### src/verilog/beeb_mem_settings.svh
/* widths, depths and the RAM select bit of the external memory subsystem,
   included by the package and by every module that sizes a store or decodes an address */

`ifndef BEEB_MEM_SETTINGS_SVH
`define BEEB_MEM_SETTINGS_SVH

// ======================================================================
// address widths
// ======================================================================

// CPU external address, bit 18 picks RAM
`define BEEB_ADDR_W 19

// physical ROM byte address, 14 slots of 16 KB
`define ROM_PHYS_W 18

// byte offset inside one 16 KB bank
`define BANK_OFFSET_W 14

// ROM slot number, slots 0..13 in use
`define SLOT_W 4

// ======================================================================
// store depths
// ======================================================================

// ROM store in 16-bit words (14 * 8192)
`define ROM_WORDS 114688

// byte-wide RAM, reads past the end give zero
`define RAM_BYTES 212992

`define RAM_SEL_BIT 18

`endif

### src/verilog/beeb_mem_pkg.sv
/* vector types and enums shared by the memory subsystem RTL and its testbench;
   referenced by scoped names only */

`default_nettype none

`include "beeb_mem_settings.svh"

package beeb_mem_pkg;

	// ==================================================================
	// vectors with a meaning
	// ==================================================================

	// CPU external address
	typedef logic [`BEEB_ADDR_W-1:0] cpu_addr_t;

	// physical ROM byte address, slot in the top bits
	typedef logic [`ROM_PHYS_W-1:0] rom_addr_t;

	// RAM byte index, the bits below the select bit
	typedef logic [`RAM_SEL_BIT-1:0] ram_addr_t;

	// one word of the ROM store, even byte in the high half
	typedef logic [15:0] rom_word_t;

	typedef logic [7:0] mem_byte_t;

	typedef logic [`SLOT_W-1:0] slot_t;

	// ==================================================================
	// enums
	// ==================================================================

	// region a request lands in
	typedef enum logic [1:0] {
		KIND_NONE,
		KIND_ROM,
		KIND_RAM
	} mem_kind_t;

	// bus front FSM
	typedef enum logic [1:0] {
		FRONT_IDLE,
		FRONT_BUSY,
		FRONT_ACK
	} front_state_t;

endpackage

`default_nettype wire

### src/verilog/mem_req_if.sv
/* one memory request and its reply between two stages of the pipeline;
   valid and done are single-cycle pulses */

`timescale 1ns/100ps
`default_nettype none

interface mem_req_if;

	// request side
	logic                   valid;
	logic                   we;
	beeb_mem_pkg::cpu_addr_t addr;
	beeb_mem_pkg::mem_byte_t wdata;

	// filled in by the slot mapper
	beeb_mem_pkg::mem_kind_t kind;
	beeb_mem_pkg::rom_addr_t phys;

	// reply
	beeb_mem_pkg::mem_byte_t rdata;
	logic                   done;

	// bus front, raises a request and waits for the reply
	modport front (
		output valid,
		output we,
		output addr,
		output wdata,
		input  rdata,
		input  done
	);

	// mapper driving the translated request downstream
	modport mapper (
		output valid,
		output we,
		output wdata,
		output kind,
		output phys,
		input  rdata,
		input  done
	);

	// consumer of a request, returns the reply
	modport store (
		input  valid,
		input  we,
		input  addr,
		input  wdata,
		input  kind,
		input  phys,
		output rdata,
		output done
	);

endinterface

`default_nettype wire

### src/verilog/rom_slot_map.sv
/* model latch and CPU address decode into ROM slot, RAM or unmapped;
   one register stage between the bus front and the store */

`timescale 1ns/100ps
`default_nettype none

`include "beeb_mem_settings.svh"

module rom_slot_map (
	input  wire       clk_sys,
	input  wire       rst_n,
	input  wire       model_sel,
	input  wire       model_latch,
	mem_req_if.store  cpu,
	mem_req_if.mapper phys
);

	// 1 = Master 128, 0 = model B
	logic                    model_q;
	logic [`SLOT_W-1:0]      bank;
	logic                    slot_hit;
	beeb_mem_pkg::slot_t     slot;
	beeb_mem_pkg::ram_addr_t ram_idx;
	beeb_mem_pkg::mem_kind_t kind_c;
	beeb_mem_pkg::rom_addr_t phys_c;

	// model only moves on the latch pulse
	always_ff @(posedge clk_sys) begin
		if (!rst_n) begin
			model_q <= 1'b0;
		end else if (model_latch) begin
			model_q <= model_sel;
		end
	end

	// ==================================================================
	// sideways slot table, keyed by model and address bits 17:14
	// ==================================================================

	assign bank = cpu.addr[`ROM_PHYS_W-1:`BANK_OFFSET_W];

	always_comb begin
		slot_hit = 1'b1;
		case ({model_q, bank})
			// model B: OS, MMFS, RAM master, BASIC 2
			5'b0_0100: slot = 4'd0;
			5'b0_1000: slot = 4'd1;
			5'b0_1110: slot = 4'd2;
			5'b0_1111: slot = 4'd3;
			// Master: ADFS, MMFS, MOS, DFS, utilities, BASIC 4, terminal
			5'b1_0010: slot = 4'd4;
			5'b1_0011: slot = 4'd5;
			5'b1_0100: slot = 4'd6;
			5'b1_1001: slot = 4'd7;
			5'b1_1010: slot = 4'd8;
			5'b1_1011: slot = 4'd9;
			5'b1_1100: slot = 4'd10;
			5'b1_1101: slot = 4'd11;
			5'b1_1110: slot = 4'd12;
			5'b1_1111: slot = 4'd13;
			default: begin
				// empty bank, reads as zero
				slot     = 4'd0;
				slot_hit = 1'b0;
			end
		endcase
	end

	// region decode
	assign ram_idx = cpu.addr[`RAM_SEL_BIT-1:0];

	always_comb begin
		if (cpu.addr[`RAM_SEL_BIT]) begin
			kind_c = (ram_idx < beeb_mem_pkg::ram_addr_t'(`RAM_BYTES)) ?
				beeb_mem_pkg::KIND_RAM : beeb_mem_pkg::KIND_NONE;
			phys_c = beeb_mem_pkg::rom_addr_t'(ram_idx);
		end else begin
			kind_c = slot_hit ? beeb_mem_pkg::KIND_ROM : beeb_mem_pkg::KIND_NONE;
			// slot * 16 KB + offset
			phys_c = {slot, cpu.addr[`BANK_OFFSET_W-1:0]};
		end
	end

	// ==================================================================
	// output stage
	// ==================================================================

	always_ff @(posedge clk_sys) begin
		if (!rst_n) begin
			phys.valid <= 1'b0;
		end else begin
			phys.valid <= cpu.valid;
		end
	end

	always_ff @(posedge clk_sys) begin
		if (cpu.valid) begin
			phys.kind  <= kind_c;
			phys.phys  <= phys_c;
			phys.we    <= cpu.we;
			phys.wdata <= cpu.wdata;
		end
	end

	// reply goes straight back to the front
	assign cpu.rdata = phys.rdata;
	assign cpu.done  = phys.done;

	// a translated ROM request stays inside the 14 loaded slots
	rom_slot_range: assert property (
		@(posedge clk_sys) disable iff (!rst_n)
		(phys.valid && phys.kind == beeb_mem_pkg::KIND_ROM) |->
			(phys.phys[`ROM_PHYS_W-1:`BANK_OFFSET_W] <= 4'd13)
	) else $error("ROM slot above 13");

endmodule

`default_nettype wire

### src/flat_wrapper.sv
// flat-port wrapper written by rule: the top's interface ports become plain ports
module rom_slot_map_flat 
  (clk_sys, rst_n, model_sel, model_latch, cpu_valid, cpu_we, cpu_addr, cpu_wdata, cpu_kind, cpu_phys, cpu_rdata, cpu_done, phys_valid, phys_we, phys_wdata, phys_kind, phys_phys, phys_rdata, phys_done);
  mem_req_if cpu_i ();
  mem_req_if phys_i ();
  input  wire clk_sys;
  input  wire rst_n;
  input  wire model_sel;
  input  wire model_latch;
  input wire logic [$bits(cpu_i.valid)-1:0] cpu_valid;
  input wire logic [$bits(cpu_i.we)-1:0] cpu_we;
  input wire logic [$bits(cpu_i.addr)-1:0] cpu_addr;
  input wire logic [$bits(cpu_i.wdata)-1:0] cpu_wdata;
  input wire logic [$bits(cpu_i.kind)-1:0] cpu_kind;
  input wire logic [$bits(cpu_i.phys)-1:0] cpu_phys;
  output wire logic [$bits(cpu_i.rdata)-1:0] cpu_rdata;
  output wire logic [$bits(cpu_i.done)-1:0] cpu_done;
  output wire logic [$bits(phys_i.valid)-1:0] phys_valid;
  output wire logic [$bits(phys_i.we)-1:0] phys_we;
  output wire logic [$bits(phys_i.wdata)-1:0] phys_wdata;
  output wire logic [$bits(phys_i.kind)-1:0] phys_kind;
  output wire logic [$bits(phys_i.phys)-1:0] phys_phys;
  input wire logic [$bits(phys_i.rdata)-1:0] phys_rdata;
  input wire logic [$bits(phys_i.done)-1:0] phys_done;
  assign cpu_i.valid = cpu_valid;
  assign cpu_i.we = cpu_we;
  assign cpu_i.addr = cpu_addr;
  assign cpu_i.wdata = cpu_wdata;
  assign cpu_i.kind = cpu_kind;
  assign cpu_i.phys = cpu_phys;
  assign cpu_rdata = cpu_i.rdata;
  assign cpu_done = cpu_i.done;
  assign phys_valid = phys_i.valid;
  assign phys_we = phys_i.we;
  assign phys_wdata = phys_i.wdata;
  assign phys_kind = phys_i.kind;
  assign phys_phys = phys_i.phys;
  assign phys_i.rdata = phys_rdata;
  assign phys_i.done = phys_done;
  rom_slot_map u_core (.clk_sys(clk_sys), .rst_n(rst_n), .model_sel(model_sel), .model_latch(model_latch), .cpu(cpu_i), .phys(phys_i));
endmodule
### config.mk
export PLATFORM = sky130hd
export DESIGN_NAME = rom_slot_map_flat
export DESIGN_NICKNAME = d
export VERILOG_FILES = /design/src/verilog/beeb_mem_pkg.sv /design/src/verilog/mem_req_if.sv /design/src/verilog/rom_slot_map.sv /design/src/flat_wrapper.sv
export VERILOG_INCLUDE_DIRS = /design/src /design/src/verilog
export SDC_FILE = /design/constraint.sdc
export NUM_CORES = 1
export LEC_CHECK = 0
export ABC_CLOCK_PERIOD_IN_PS = 1300
export BUFFER_PORTS_ARGS = -buffer_cell sky130_fd_sc_hd__buf_2
export CAP_MARGIN = 0
export CORE_AREA = 2 2 60 62
export DETAILED_ROUTE_END_ITERATION = 10
export DIE_AREA = 0 0 62 64
export PLACE_DENSITY = 0.83
export SLEW_MARGIN = 10
export SYNTH_ARGS = -nofsm -noshare
export SYNTH_HDL_FRONTEND = slang
export SYNTH_SLANG_ARGS = --single-unit
### constraint.sdc
create_clock -name clk_sys -period 1.3 [get_ports clk_sys]
set_clock_uncertainty 0.05 [all_clocks]
set_input_delay 0.065 -clock clk_sys [delete_from_list [all_inputs] [get_ports clk_sys]]
set_output_delay 0.065 -clock clk_sys [all_outputs]
set_load 0.03 [all_outputs]
## After elaboration in Yosys (flattened, before gate mapping)

Cells that the tools add are included.

| storage, ports and cells | value |
|---|---|
| register bits after elaboration | 31 |
| input port bits | 62 |
| word-level logic and storage cells | 28 |

| cells by class | value |
|---|---|
| order comparisons | 1 |
| eq/ne operators | 14 |
| mux-type cells | 6 |
| reductions and logical operators | 1 |

Operators by type and width:

| operator | number |
|---|---|
| case mux 4 bit (13 select lines) | 1 |
| equality test 5 bit (second input constant) | 10 |
| < comparator 18 bit (second input constant) | 1 |
| 2-to-1 mux 18 bit | 1 |
| equality test 5 x 4 -> 1 bit (second input constant) | 3 |
| OR reduction 14 bit | 1 |
| equality test 5 x 3 -> 1 bit (second input constant) | 1 |
| 2-to-1 mux 2 bit | 2 |
| 2-to-1 mux 1 bit | 2 |

## Depth between registers and ports, before layout

| depth | value |
|---|---|
| word-level depth | 5 |
| depth in mapped cells | 5 |

## Worst setup path after synthesis

No wires, ideal clock.

| timing | value |
|---|---|
| kind | flip-flop to flip-flop |
| start point | register u_core.model_q |
| end point | register u_core.phys.kind[0] (data pin) |
| setup time | 0.259 ns |
| arrival time | 0.783 ns |
| path slack | 0.208 ns |
| stages on the path, launching flop included | 5 |
| cells stage by stage | dfxtp_1 -> nand2b_1 -> mux2i_1 -> a22oi_1 -> a21oi_1 |

| between the ends | value |
|---|---|
| cells in the longest elaborated chain, start to end | 5 |

RTL lines:

| element | RTL line | RTL |
|---|---|---|
| start, declared | rom_slot_map.sv:19 | `logic model_q;` |
| start signal, assigned | rom_slot_map.sv:32 | `model_q <= model_sel;` |
| equality test 5 x 3 -> 1 bit, or another cell as far along | rom_slot_map.sv:44 | `case ({model_q, bank})` |
| OR reduction 14 bit (no line) * | - |  |
| 2-to-1 mux 1 bit * | rom_slot_map.sv:44 |  |
| 2-to-1 mux 1 bit * | rom_slot_map.sv:78 | `kind_c = slot_hit ? beeb_mem_pkg::KIND_ROM : beeb_mem_pkg::KIND_NONE;` |
| 2-to-1 mux 2 bit * | rom_slot_map.sv:73 | `` if (cpu.addr[`RAM_SEL_BIT]) begin `` |
| end signal, assigned | rom_slot_map.sv:98 | `phys.kind <= kind_c;` |
| end, declared | mem_req_if.sv:38 | `output kind,` |

Every way passes the cells marked *; elsewhere a longest branch is shown, timed or not.
A chain may end at the register's enable or synchronous reset.

## Worst setup path after layout

Ends and elaborated chain as after synthesis.

==> flow_summary_export.csv <==
group,metric,value,unit
floorplanning,initial_utilization,37.1,%
global_routing,grtUsageMet3,6.28,%
routing,initialDrtViolationCount,51,
critical_path,cpMaxStageDelayCell,"dfxtp_2",
critical_path,arrival,1.16,ns
logic_synthesis,yosysTopAreaCellShare,71.4,%
global_routing,grt_overflow,0,
logic_synthesis,synth_area_leaders,"edfxtp_1 71%, buf_4 6.8%, dfxtp_1 3.3%",
critical_path,crit_buf_inv,0,
floorplanning,die_area,3970,µm²
cells_and_area,layout-drive-gt1-share,45.6,%
logic_synthesis,yosys.area.top_type,"edfxtp_1",
critical_path,required,1.31,ns
floorplanning,die_h,64,µm
sta,fin_ws,0.156,ns
global_routing,grt_util_met1,11.9,%
hold_path,hold_class,"in -> reg",
cells_and_area,finalNetCount,220,
job,maxCapViolCount,0,
cts,htree_levels,2,
placed_design,dp_hpwl,1720,µm
routing,drt_wl_total,2740,µm
placed_design,dp_slack,0.0213,ns
critical_path,cp_max_fo,7,
outcome,run_status,"finished clean",
floorplanning,coreArea,3280,µm²
sta,fin_crit_sh,88.0,%
global_routing,grt_max_degree,31,
cts,post_cts_buffers,0,
floorplanning,dieWidth,62,µm
critical_path,path_cells,"nand2b_1, mux2i_1, a22oi_1, a21oi_1",
cts,clkTransAtPathRegs,0.08,ns
cells_and_area,fin_cells,204,
cts,cts_tree,"built",
logic_synthesis,ys_ff_latch,31,
global_routing,grt_util_all_layers,14.0,%
logic_synthesis,synth_compound_area_share,8.92,%
routing,final_antenna_net_count,0,
power,leakage,0.770,nW
logic_synthesis,synthCells,76,
sta,rsz0062_at_grt,"no",
global_routing,met2_usage,25.5,%
cells_and_area,area_growth,47.1,%
sta,relSlewSlack,76.1,%
routing,vias,914,
placed_design,gp_congestion,0.867,
logic_synthesis,synth_top_family_by_area,"compound AO/OA/AOI/OAI gates",
logic_synthesis,synth-simple-area-share,5.54,%
sta,tightestPinTransition,0.359,ns
cts,cts_buffers,5,
global_routing,gr-max-usage-layer,"met2",
logic_synthesis,ys_warn_count,0,
routing,vias_per_cell,4.48,
placed_design,dp_cells,172,
logic_synthesis,syn_nets,138,
cts,clockBufferDepth,2,
placed_design,portBuffers,62,
power,power_density,1160,nW/µm²
logic_synthesis,muxShareOfSynthArea,2.46,%
floorplanning,io_pins,101,
sta,report.final.setup_viol,0,
critical_path,crit_type,"reg -> reg",
sta,hold_viol_final,0,
logic_synthesis,seq_area_frac_synth,74.7,%
power,power,2.08,mW
routing,drcViolationCount,0,
cts,clock-sinks,31,
logic_synthesis,synthAdderAreaFrac,0,%
critical_path,cp-start-kind,"flop",
cts,cts_root_buffer,"clkbuf_4",
sta,setup_tns,0,ns
global_routing,grt_pass1_vias,929,
global_routing,antenna_found_initial,0,
logic_synthesis,syn_avg_cell_area,16.1,µm²
routing,firstDrtPassIters,4,
global_routing,grt_pass1_wl,3880,µm
cells_and_area,antenna_cells,0,
routing,wire_per_inst,13.4,µm
critical_path,worstSetupEndpointType,"flop",
sta,maxSlewViolCount,0,
sta,fmax,0.874,GHz
sta,fin_crit,1.14,ns
floorplanning,rows,21,
power,ir_drop,395,µV
logic_synthesis,netlist_area,1220,µm²
logic_synthesis,synth_xor_area_share,0,%
cells_and_area,num-fill-cells,262,
logic_synthesis,ys_types,26,
critical_path,critical-path-max-stage-delay,0.39,ns
cts,clock_latency,0.30,ns
critical_path,path_delay_family,"flip-flops",
## per-stage QoR
step	instance area (µm²)	hold WS, ns	util (%)
3_3_place_gp	1500	0.0804	45.6
3_5_place_dp	1500	0.0804	45.6
2_1_floorplan	1220	0.114	-
6_report	1790	0.0228	54.6
4_1_cts	1790	0.0137	54.6
5_1_grt	1790	0.00860	54.6
## cell families after synthesis
family | Yosys count
buf+inv | 14
mux | 3
compound gates | 15
flops | 31
simple gates | 13
## worst paths after layout
kind | to | cells past startpoint | slack (ns) | start
setup / recovery | u_core.phys.kind[0] | 4 | 0.16 | u_core.model_q
hold reg to reg | u_core.model_q | 2 | 0.54 | u_core.model_q
setup reg to reg | u_core.phys.kind[0] | 4 | 0.16 | u_core.model_q
hold / removal | u_core.model_q | 3 | 0.02 | model_latch
## cell usage in the layout (no fill, tap or decap), types with 2 or more instances in the layout
cell type,n
o21ai_0,3
mux2i_1,3
a31oi_1,2
nand2_1,2
buf_2,62
edfxtp_1,29
nor2_1,5
o21a_1,2
dlygate4sd3_1,25
clkbuf_4,5
## cell usage after synthesis
master    count
a31oi_1       2
o21ai_0       3
or3_1         1
a21boi_0      1
nor2_1        5
a21oi_1       1
a22oi_1       1
o41ai_1       1
buf_6         1
nor2b_1       1
mux2i_1       3
nor3b_1       1
nand2_1       2
inv_1         1
dfxtp_1       2
edfxtp_1     29
buf_4        11
and2b_2       1
and2_1        1
a22o_1        1
a41o_1        1
nand2b_1      1
o21a_1        2
buf_2         1
a311oi_1      1
a22o_2        1
## tightest hold or removal path, cell delays in order
cell and delay, ns:
buf_2 0.09, mux2i_1 0.06, nor2b_1 0.12
## state kept, by name, indices dropped and copies added, names as in the netlist
| name | cells |
|---|---|
| u_core.model_q | 1 |
| u_core.phys.kind | 2 |
| u_core.phys.phys | 18 |
| u_core.phys.valid | 1 |
| u_core.phys.wdata | 8 |
| u_core.phys.we | 1 |
## cell type report
| type | count | area, µm² | share of cell area, % |
|---|---|---|---|
| inverters | 1 | 3.75 | 0.209 |
| well taps | 46 | 57.6 | 3.21 |
| clock buffers | 5 | 37.5 | 2.09 |
| clock inverters | 2 | 8.76 | 0.488 |
| repair buffers | 88 | 568 | 31.7 |
| flip-flops and latches | 31 | 912 | 50.8 |
| multi-input cells | 31 | 206 | 11.5 |
## power by group
part           total, mW  switching (mW)  internal (mW)
Combinational      0.415           0.255          0.159
Clock              0.468           0.277          0.191
Sequential          1.19          0.0198           1.17
Total               2.08           0.552           1.52
## per-layer routing
metal	part of all wire, %	vias up	routed length [µm]
met3	13	2	350
met1	38	416	1050
met2	48	57	1320
met4	1.1	0	29
li1	-	439	-
met5	0	-	0
## what timing repair did
action | in CTS | in global routing
hold buffers | 25 | 0
resized for setup | 0 | 1
endpoints found under the setup margin | 0 | 1
endpoints found under the hold margin | 25 | 0
No activity file was read; power rests on OpenSTA's default activity.
