File: src/verilog/beeb_mem_settings.svh
/* widths, depths and the RAM select bit of the external memory subsystem,
   included by the package and by every module that sizes a store or decodes an address */

`ifndef BEEB_MEM_SETTINGS_SVH
`define BEEB_MEM_SETTINGS_SVH

// ======================================================================
// address widths
// ======================================================================

// CPU external address, bit 18 picks RAM
`define BEEB_ADDR_W 19

// physical ROM byte address, 14 slots of 16 KB
`define ROM_PHYS_W 18

// byte offset inside one 16 KB bank
`define BANK_OFFSET_W 14

// ROM slot number, slots 0..13 in use
`define SLOT_W 4

// ======================================================================
// store depths
// ======================================================================

// ROM store in 16-bit words (14 * 8192)
`define ROM_WORDS 114688

// byte-wide RAM, reads past the end give zero
`define RAM_BYTES 212992

`define RAM_SEL_BIT 18

`endif

File: src/verilog/beeb_mem_pkg.sv
/* vector types and enums shared by the memory subsystem RTL and its testbench;
   referenced by scoped names only */

`default_nettype none

`include "beeb_mem_settings.svh"

package beeb_mem_pkg;

	// ==================================================================
	// vectors with a meaning
	// ==================================================================

	// CPU external address
	typedef logic [`BEEB_ADDR_W-1:0] cpu_addr_t;

	// physical ROM byte address, slot in the top bits
	typedef logic [`ROM_PHYS_W-1:0] rom_addr_t;

	// RAM byte index, the bits below the select bit
	typedef logic [`RAM_SEL_BIT-1:0] ram_addr_t;

	// one word of the ROM store, even byte in the high half
	typedef logic [15:0] rom_word_t;

	typedef logic [7:0] mem_byte_t;

	typedef logic [`SLOT_W-1:0] slot_t;

	// ==================================================================
	// enums
	// ==================================================================

	// region a request lands in
	typedef enum logic [1:0] {
		KIND_NONE,
		KIND_ROM,
		KIND_RAM
	} mem_kind_t;

	// bus front FSM
	typedef enum logic [1:0] {
		FRONT_IDLE,
		FRONT_BUSY,
		FRONT_ACK
	} front_state_t;

endpackage

`default_nettype wire

File: src/verilog/mem_req_if.sv
/* one memory request and its reply between two stages of the pipeline;
   valid and done are single-cycle pulses */

`timescale 1ns/100ps
`default_nettype none

interface mem_req_if;

	// request side
	logic                   valid;
	logic                   we;
	beeb_mem_pkg::cpu_addr_t addr;
	beeb_mem_pkg::mem_byte_t wdata;

	// filled in by the slot mapper
	beeb_mem_pkg::mem_kind_t kind;
	beeb_mem_pkg::rom_addr_t phys;

	// reply
	beeb_mem_pkg::mem_byte_t rdata;
	logic                   done;

	// bus front, raises a request and waits for the reply
	modport front (
		output valid,
		output we,
		output addr,
		output wdata,
		input  rdata,
		input  done
	);

	// mapper driving the translated request downstream
	modport mapper (
		output valid,
		output we,
		output wdata,
		output kind,
		output phys,
		input  rdata,
		input  done
	);

	// consumer of a request, returns the reply
	modport store (
		input  valid,
		input  we,
		input  addr,
		input  wdata,
		input  kind,
		input  phys,
		output rdata,
		output done
	);

endinterface

`default_nettype wire

File: src/verilog/wb_mem_front.sv
/* Wishbone classic slave in front of the memory pipeline; takes one request per
   bus cycle and returns ack with the read byte three edges after sampling */

`timescale 1ns/100ps
`default_nettype none

module wb_mem_front (
	input  wire                       clk_sys,
	input  wire                       rst_n,
	input  wire                       wb_cyc,
	input  wire                       wb_stb,
	input  wire                       wb_we,
	input  wire beeb_mem_pkg::cpu_addr_t wb_adr,
	input  wire beeb_mem_pkg::mem_byte_t wb_dat_w,
	output beeb_mem_pkg::mem_byte_t   wb_dat_r,
	output logic                      wb_ack,
	mem_req_if.front                  req
);

	beeb_mem_pkg::front_state_t state;

	// ==================================================================
	// control FSM
	// ==================================================================

	always_ff @(posedge clk_sys) begin
		if (!rst_n) begin
			state     <= beeb_mem_pkg::FRONT_IDLE;
			req.valid <= 1'b0;
			wb_ack    <= 1'b0;
		end else begin
			// valid lasts a single cycle
			req.valid <= 1'b0;
			wb_ack    <= 1'b0;
			case (state)
				beeb_mem_pkg::FRONT_IDLE: begin
					if (wb_cyc && wb_stb) begin
						req.valid <= 1'b1;
						state     <= beeb_mem_pkg::FRONT_BUSY;
					end
				end
				beeb_mem_pkg::FRONT_BUSY: begin
					// no ack if the master gave up the cycle meanwhile
					if (req.done) begin
						wb_ack <= wb_cyc && wb_stb;
						state  <= beeb_mem_pkg::FRONT_ACK;
					end
				end
				beeb_mem_pkg::FRONT_ACK: begin
					// ack drops here, next request on the following edge
					state <= beeb_mem_pkg::FRONT_IDLE;
				end
				default: begin
					state <= beeb_mem_pkg::FRONT_IDLE;
				end
			endcase
		end
	end

	// ==================================================================
	// request and reply payload
	// ==================================================================

	always_ff @(posedge clk_sys) begin
		// master holds its signals, capture once on entry
		if (state == beeb_mem_pkg::FRONT_IDLE && wb_cyc && wb_stb) begin
			req.we    <= wb_we;
			req.addr  <= wb_adr;
			req.wdata <= wb_dat_w;
		end
		// read byte lines up with ack
		if (state == beeb_mem_pkg::FRONT_BUSY && req.done) begin
			wb_dat_r <= req.rdata;
		end
	end

	// ==================================================================
	// checks
	// ==================================================================

	// ack only inside an active bus cycle
	ack_in_cycle: assert property (
		@(posedge clk_sys) disable iff (!rst_n)
		wb_ack |-> (wb_cyc && wb_stb)
	) else $error("wb_ack outside cyc/stb");

	// reply from the store only while a request is outstanding
	done_when_busy: assert property (
		@(posedge clk_sys) disable iff (!rst_n)
		req.done |-> (state == beeb_mem_pkg::FRONT_BUSY)
	) else $error("done while front not busy");

endmodule

`default_nettype wire
File: src/flat_wrapper.sv
// flat-port wrapper written by rule: the top's interface ports become plain ports
module wb_mem_front_flat 
  (clk_sys, rst_n, wb_cyc, wb_stb, wb_we, wb_adr, wb_dat_w, wb_dat_r, wb_ack, req_valid, req_we, req_addr, req_wdata, req_rdata, req_done);
  mem_req_if req_i ();
  input  wire clk_sys;
  input  wire rst_n;
  input  wire wb_cyc;
  input  wire wb_stb;
  input  wire wb_we;
  input  wire beeb_mem_pkg::cpu_addr_t wb_adr;
  input  wire beeb_mem_pkg::mem_byte_t wb_dat_w;
  output beeb_mem_pkg::mem_byte_t wb_dat_r;
  output logic wb_ack;
  output wire logic [$bits(req_i.valid)-1:0] req_valid;
  output wire logic [$bits(req_i.we)-1:0] req_we;
  output wire logic [$bits(req_i.addr)-1:0] req_addr;
  output wire logic [$bits(req_i.wdata)-1:0] req_wdata;
  input wire logic [$bits(req_i.rdata)-1:0] req_rdata;
  input wire logic [$bits(req_i.done)-1:0] req_done;
  assign req_valid = req_i.valid;
  assign req_we = req_i.we;
  assign req_addr = req_i.addr;
  assign req_wdata = req_i.wdata;
  assign req_i.rdata = req_rdata;
  assign req_i.done = req_done;
  wb_mem_front u_core (.clk_sys(clk_sys), .rst_n(rst_n), .wb_cyc(wb_cyc), .wb_stb(wb_stb), .wb_we(wb_we), .wb_adr(wb_adr), .wb_dat_w(wb_dat_w), .wb_dat_r(wb_dat_r), .wb_ack(wb_ack), .req(req_i));
endmodule
File: config.mk
export PLATFORM = sky130hd
export DESIGN_NAME = wb_mem_front_flat
export DESIGN_NICKNAME = d
export VERILOG_FILES = /design/src/verilog/beeb_mem_pkg.sv /design/src/verilog/mem_req_if.sv /design/src/verilog/wb_mem_front.sv /design/src/flat_wrapper.sv
export VERILOG_INCLUDE_DIRS = /design/src /design/src/verilog
export SDC_FILE = /design/constraint.sdc
export NUM_CORES = 1
export LEC_CHECK = 0
export BUFFER_PORTS_ARGS = -buffer_cell sky130_fd_sc_hd__clkbuf_2
export CAP_MARGIN = 10
export CORE_MARGIN = 2
export CORE_UTILIZATION = 46
export CTS_BUF_LIST = sky130_fd_sc_hd__clkbuf_4
export CTS_CLUSTER_DIAMETER = 100
export DETAILED_ROUTE_END_ITERATION = 10
export PLACE_DENSITY = 0.95
export SLEW_MARGIN = 20
export SYNTH_ARGS = -nofsm -noshare
export SYNTH_HDL_FRONTEND = slang
export SYNTH_SLANG_ARGS = --single-unit
File: constraint.sdc
create_clock -name clk_sys -period 5.22 [get_ports clk_sys]
set_input_delay 0.522 -clock clk_sys [delete_from_list [all_inputs] [get_ports clk_sys]]
set_output_delay 0.522 -clock clk_sys [all_outputs]
set_load 0.05 [all_outputs]
Word-level counts from Yosys, hierarchy flattened
Index checks and enable logic that the tools add are counted.
- reduce and logical (&&, ||, !) cells: 8
- eq/ne operators: 3
- mux-type cells: 4
- operators by type and width (operator ; count):
    1-bit logical AND ; 4
    2-bit 2-to-1 mux ; 2
    2-bit case mux with 2 select lines ; 1
    2-bit AND reduction ; 2
    3-bit AND reduction ; 1
    2-bit by 1-bit equality test with 1-bit output (second input constant) ; 1
    2-bit zero test ; 1
    2-bit by 1-bit inequality test with 1-bit output (second input constant) ; 1
    2-bit inequality test (second input constant) ; 1
    1-bit 2-to-1 mux ; 1
- register bits after elaboration: 40
- output and inout port bits: 38

Depth between registers and ports, before layout
Gate-level depths: netlist of the first run.
- depth in word-level cells: 3
- gate-level depth with buffers: 2
- mapped depth without buffers: 2

Worst setup path before layout of the first run
No wires, ideal clock.
- kind: input to register
- from: input port wb_stb
- to: register u_core.req.addr[0] (enable)
- cell stages on the path: 2
- library setup time: 0.448 ns
- buffers on the path: 0
- data required time: 4.772 ns
- data arrival time: 2.528 ns
- setup slack: 2.244 ns
- cell sequence: nand2_1 nor3_1
- longest elaborated chain between the ends: 1
- RTL lines (item ; line ; RTL):
    start: declaration ; flat_wrapper.sv:8 ; input wire wb_stb;
    1-bit logical AND ; wb_mem_front.sv:66 ; if (state == beeb_mem_pkg::FRONT_IDLE && wb_cyc && wb_stb) begin
    end signal: assignment ; wb_mem_front.sv:68 ; req.addr <= wb_adr;
    end: declaration ; mem_req_if.sv:27 ; output addr,
Every way passes these cells.
A chain may end at the register's enable or synchronous reset.

Final worst setup path of the first run
- from: register u_core.req.addr[2]
- to: output port req_addr[2]
- RTL lines (item ; line ; RTL):
    end: declaration ; flat_wrapper.sv:16 ; output wire logic [$bits(req_i.addr)-1:0] req_addr;
No word-level cell between the ends.

==> metrics.yaml, run 1 <==
min_period_ns: 1.51
power_w: 0.000578
grt_usage_pct: 17.5
relSlewSlack_pct: 60.1
syn_area_per_cell_um2: 24.0
grt_max_degree: 29
ant_nets: 0
slowest_delay_ns: 0.41
final-seq-area_mm2: 0.00116
dpl_cell_area_mm2: 0.00167
met2WireLength_um: 1150
syn_to_final_growth_pct: 40.1
arrival_ns: 0.99
reg2reg_to: "u_core.wb_dat_r[3]$_DFFE_PP_"
final_cell_area_mm2: 0.00172
mappedNetlistArea_mm2: 0.00122
synth_warnings: 0
cp-endpoint: "req_addr[2]"
drv_slew: 0
crit_slowest_cell: "edfxtp_1"
wl_met1_um: 928
drt_wl_total_um: 2420
cp.depth: 1
gr-total-overflow: 0
rrSetupSlack_ns: 3.92
powerDensity_mw_per_mm2: 337
cts_resized: 0
drive_gt1_share_pct: 63.8
crit_path_end_kind: "output port"
r2r-start: "u_core.state[0]$_SDFFE_PN0P_"
final_util_pct: 68.7
min_path_type: "input port to flip-flop"
finalHoldViolCount: 0
synthesis.nets: 92
dr_wl_met3_um: 325
worstPathRequired_ns: 4.70
initial_utilization_pct: 49.0
insertion_delay_ns: 0.32
top_layer: "met4"
drtIter0Drc: 24
p_leak_nw: 0.758
hold_buffers: 0
fp.dieW_um: 55.6
die_y_um: 55.6
die-area_mm2: 0.00309
start_kind: "flip-flop"
dp_cells: 160
crit_chain: "clkbuf_2"
final_cell_mix: "clkbuf_2, edfxtp_1, clkbuf_4"
ys_ff_latch: 40
criticalPathCategory: "flip-flop to output port"
grt_first_pass_wirelength_um: 3910
wl_per_cell_um: 14.4
cts_inserted_buffers: 5
status: "finished clean"
worstMarginPinSlew_ns: 0.597
first_global_vias: 772
antenna_found_initial: 0
clock_sinks: 40
r2r_cells: 2
fin_skew_ns: 0.00348
coreArea_mm2: 0.00250
cap_violations: 0
dr.pass1.iters: 4
vias_per_cell: 4.60
fmax_mhz: 663
vias: 773
diodes: 0
pin_count: 79
nets: 178
worst-path-buf-inv: 1
multi_input_area_um2: 68.8
final_common_cell: "clkbuf_2"
rsz0062_at_grt: "false"
synth_cell_types: 10
tns_ns: 0
clkTransAtPathRegs_ns: 0.11
setup_viol: 0
io_buffer_count: 78
final_cell_count_no_fill: 168
crit_family: "flip-flops"
place.gp.congestion: 0.755
seq_area_frac_synth_pct: 94.8
cts-root-buf: "clkbuf_4"
htree_levels: 2
cts_buffer_depth: 2
n_fill_cell: 165
drc: 0
syn_inst: 51
post-cts-setup-buffers: 0
period_share_pct: 28.9
cp_max_fo: 1
rows: 18
tritoncts: "done"
startpoint: "u_core.req.addr[2]$_DFFE_PP_"
ir_drop_uv: 225
-- cells in the mapped netlist, drive strengths merged --
| cell type | instances | share of area, % |
|---|---|---|
| edfxtp | 36 | 88 |
| dfxtp | 4 | 6.5 |
| nand2 | 2 | 0.61 |
| nand2b | 2 | 1.0 |
| nor2 | 2 | 0.61 |
| a21oi | 1 | 0.41 |
| and4b | 1 | 0.82 |
| nand3b | 1 | 0.61 |
| nor2b | 1 | 0.72 |
| nor3 | 1 | 0.41 |
-- how the worst min path moves through the flow --
| stage | start | end | slack (ns) | depth (start not counted) |
|---|---|---|---|---|
| 5_1_grt | wb_adr[14] | u_core.req.addr[14]$_DFFE_PP_ | 0.32 | 1 |
| 6_report | wb_adr[14] | u_core.req.addr[14]$_DFFE_PP_ | 0.36 | 1 |
| 2_1_floorplan | u_core.state[0]$_SDFFE_PN0P_ | u_core.state[0]$_SDFFE_PN0P_ | 0.48 | 2 |
| 4_1_cts | req_rdata[4] | u_core.wb_dat_r[4]$_DFFE_PP_ | 0.34 | 1 |
| 3_3_place_gp | u_core.state[0]$_SDFFE_PN0P_ | u_core.state[0]$_SDFFE_PN0P_ | 0.52 | 2 |
| 3_5_place_dp | u_core.state[0]$_SDFFE_PN0P_ | u_core.state[0]$_SDFFE_PN0P_ | 0.54 | 2 |
-- through the flow --
stage,setup WS (ns),hold WS [ns]
floorplan,2.24,0.477
global placement,3.75,0.517
detailed placement,3.68,0.537
CTS,3.68,0.339
global route,3.64,0.321
finish,3.71,0.362
-- layout make-up --
class | count | share of cell area [%]
flip-flops and latches | 40 | 67.6
repair buffers | 79 | 23.2
multi-input cells | 11 | 4.01
clock buffers | 5 | 2.19
well taps | 30 | 2.19
clock inverters | 3 | 0.802
-- power by group --
| group | switching, W | internal (W) | leakage (nW) |
|---|---|---|---|
| combinational | 0.0000532 | 0.0000191 | 0.360 |
| sequential | 0.00000402 | 0.000363 | 0.366 |
| clock | 0.0000887 | 0.0000495 | 0.0324 |
| total | 0.000146 | 0.000432 | 0.758 |
-- metal layers --
metal	track usage, %	vias up
li1	-	368
met1	20.5	350
met2	26.2	53
met3	10.9	2
met4	6.27	0
met5	0	-
-- registers in the layout (all words and copies together), names as in the netlist --
signal,flops
u_core.req.we,1
u_core.req.wdata,8
u_core.req.valid,1
u_core.wb_dat_r,8
u_core.req.addr,19
u_core.wb_ack,1
u_core.state,2
-- cells by family after synthesis --
family	count (synthesis)	synth area share, %
and+or+nand+nor	10	4.80
DFF	40	94.8
AOI/OAI and AO/OA	1	0.408
Note: power is estimated with default switching activity, not from simulation.
==> run 2, diff against run 1 <==
--- a/config.mk
+++ b/config.mk
@@ -9,11 +9,11 @@
 export BUFFER_PORTS_ARGS = -buffer_cell sky130_fd_sc_hd__clkbuf_2
 export CAP_MARGIN = 10
 export CORE_MARGIN = 2
-export CORE_UTILIZATION = 46
+export CORE_UTILIZATION = 43
 export CTS_BUF_LIST = sky130_fd_sc_hd__clkbuf_4
 export CTS_CLUSTER_DIAMETER = 100
 export DETAILED_ROUTE_END_ITERATION = 10
-export PLACE_DENSITY = 0.95
+export PLACE_DENSITY = 0.93
 export SLEW_MARGIN = 20
 export SYNTH_ARGS = -nofsm -noshare
 export SYNTH_HDL_FRONTEND = slang
==> constraint.sdc (replaced) <==
create_clock -name clk_sys -period 1.4 [get_ports clk_sys]
set_input_delay 0.14 -clock clk_sys [delete_from_list [all_inputs] [get_ports clk_sys]]
set_output_delay 0.14 -clock clk_sys [all_outputs]
set_load 0.05 [all_outputs]
==> metrics.yaml, run 2 (synthesis results as in run 1) <==
status: "finished clean"
fmax_mhz: 871
tritoncts: "done"
criticalPathCategory: "flip-flop to output port"
antenna_found_initial: 0  # unchanged
worstPathRequired_ns: 1.26  # -3.44 ns
fin_skew_ns: 0.00795  # +0.00447 ns
r2r_cells: 2  # unchanged
clock_sinks: 40  # unchanged
worstMarginPinSlew_ns: 0.297  # -0.300 ns
crit_path_end_kind: "output port"
multi_input_area_um2: 75.1  # +9.1%
min_path_cells: 3  # +2
setup_ws_ns: 0.252  # -3.46 ns
grt_max_degree: 29  # unchanged
top_regs: "u_core.req.addr (19), u_core.req.wdata (8), u_core.wb_dat_r (8)"
vias: 951  # +23%
diodes: 0  # unchanged
drc: 0  # unchanged
arrival_ns: 1.01  # +0.02 ns
crit_family: "flip-flops"
relSlewSlack_pct: 80.3  # +20 points
grt_first_pass_wirelength_um: 4750  # +22%
rows: 19  # +1
wl_per_cell_um: 15.8  # +9.8%
switchingPower_w: 0.000572  # +290%
drt_wl_total_um: 3240  # +34%
crit_slowest_cell: "edfxtp_1"
netSwitchingFraction_pct: 25.2  # -0.10 points
die-area_mm2: 0.00329  # +6.4%
ant_nets: 0  # unchanged
ir_drop_uv: 1100  # +390%
r2r-start: "u_core.state[0]$_SDFFE_PN0P_"
min_period_ns: 1.15
dr.pass1.iters: 4  # unchanged
coreArea_mm2: 0.00273  # +9.4%
start_kind: "flip-flop"
place.gp.congestion: 0.695  # -8.0%
cts_inserted_buffers: 5  # unchanged
n_fill_cell: 150  # -9.1%
p_leak_nw: 0.915  # +21%
final_util_pct: 77.0  # +8.3 points
grt_usage_pct: 20.8  # +3.4 points
finalHoldViolCount: 0  # unchanged
nets: 215  # +21%
reg2reg_to: "u_core.req.addr[3]$_DFFE_PP_"
hold_start: "rst_n"
first_global_vias: 927  # +20%
syn_to_final_growth_pct: 71.8
htree_levels: 2  # unchanged
cp_max_fo: 1  # unchanged
setup_viol: 0  # unchanged
gr-total-overflow: 0  # unchanged
die_y_um: 57.4  # +3.2%
p_clk_share_pct: 23.6  # -0.3 points
slowest_delay_ns: 0.42  # about the same
drtIter0Drc: 30  # +25%
largest_register: "u_core.req.addr"
pre_cts_ws_ns: 0.298  # -3.39 ns
drv_slew: 0  # unchanged
power_frac_seq_pct: 60.3  # -3.3 points
startpoint: "u_core.req.addr[4]$_DFFE_PP_"
crit_chain: "clkbuf_2"
hold_buffers: 36  # +36
largest_register_ffs: 19  # unchanged
rsz0062_at_grt: "false"
p_comb_share_pct: 16.1  # +3.6 points
insertion_delay_ns: 0.33  # about the same
final-seq-area_mm2: 0.00116  # +0.11%
cts_buffer_depth: 2  # unchanged
p_int_w: 0.00170  # +290%
power_w: 0.00228  # +290%
period_share_pct: 82.0
clkTransAtPathRegs_ns: 0.11  # about the same
min_to: "u_core.state[0]$_SDFFE_PN0P_"
rrSetupSlack_ns: 0.33  # -3.59 ns
final_common_cell: "clkbuf_2"
io_buffer_count: 78  # unchanged
post-cts-setup-buffers: 0  # unchanged
initial_utilization_pct: 44.8  # -4.2 points
cts-root-buf: "clkbuf_4"
pin_count: 79  # unchanged
vias_per_cell: 4.64  # +0.82%
min_path_type: "input port to flip-flop"
worst-path-buf-inv: 1  # unchanged
final_cell_mix: "clkbuf_2, dlygate4sd3_1, edfxtp_1"
cts_resized: 0  # unchanged
drive_gt1_share_pct: 51.7  # -12 points
fp.dieW_um: 57.4  # +3.2%
cap_violations: 0  # unchanged
powerDensity_mw_per_mm2: 1080  # +220%
## run 2: cell types whose count changed in the layout (fill, tap and decap cells not counted), sizes merged
| cell | previous run | this run |
|---|---|---|
| dlygate4sd3 | 0 | 36 |
| clkinv | 3 | 1 |
| clkbuf | 83 | 84 |
| buf | 1 | 2 |
## run 2: worst max-delay path by stage
| stage | endpoint | slack, ns | cells past startpoint |
|---|---|---|---|
| 4_1_cts | wb_dat_r[7] | 0.24 | 1 |
| 3_3_place_gp | u_core.req.addr[2]$_DFFE_PP_ | 0.33 | 4 |
| 6_report | req_addr[4] | 0.25 | 1 |
| 2_1_floorplan | u_core.req.addr[0]$_DFFE_PP_ | -0.07 | 1 |
| 3_5_place_dp | u_core.req.wdata[2]$_DFFE_PP_ | 0.30 | 4 |
| 5_1_grt | req_wdata[1] | 0.19 | 1 |
## run 2: cell type report
type                       count  share of cell area [%]
sequential                    40                    55.2
timing repair buffer         116                    37.0
multi-input combinational     11                    3.57
clock buffer                   6                    2.14
tap                           31                    1.84
clock inverter                 1                   0.238
## run 2: per-layer routing
| layer | wire (um) | track usage (%) |
|---|---|---|
| met5 | 0 | 0 |
| met4 | 31 | 7.97 |
| met2 | 1640 | 34.1 |
| met1 | 1240 | 24.4 |
| met3 | 335 | 8.84 |
## run 2: metrics by stage
step	cells	hold slack (ns)	TNS, ns	area (um^2)
final	205	0.0613	0	2100
after global routing	205	0.0627	0	2100
after CTS	205	0.0355	0	2100
after detailed placement	162	0.319	0	1690
after global placement	162	0.318	0	1690
after floorplan	51	0.239	-1.96	1240
## run 2: power by group through the flow
stage / Sequential, W / Clock, W / Combinational [W]
5_1_grt: 0.00137 / 0.000609 / 0.000385
3_5_place_dp: 0.00140 / 0 / 0.000280
3_3_place_gp: 0.00140 / 0 / 0.000275
6_report: 0.00137 / 0.000536 / 0.000367
4_1_cts: 0.00137 / 0.000559 / 0.000360
2_1_floorplan: 0.00154 / 0 / 0.0000258
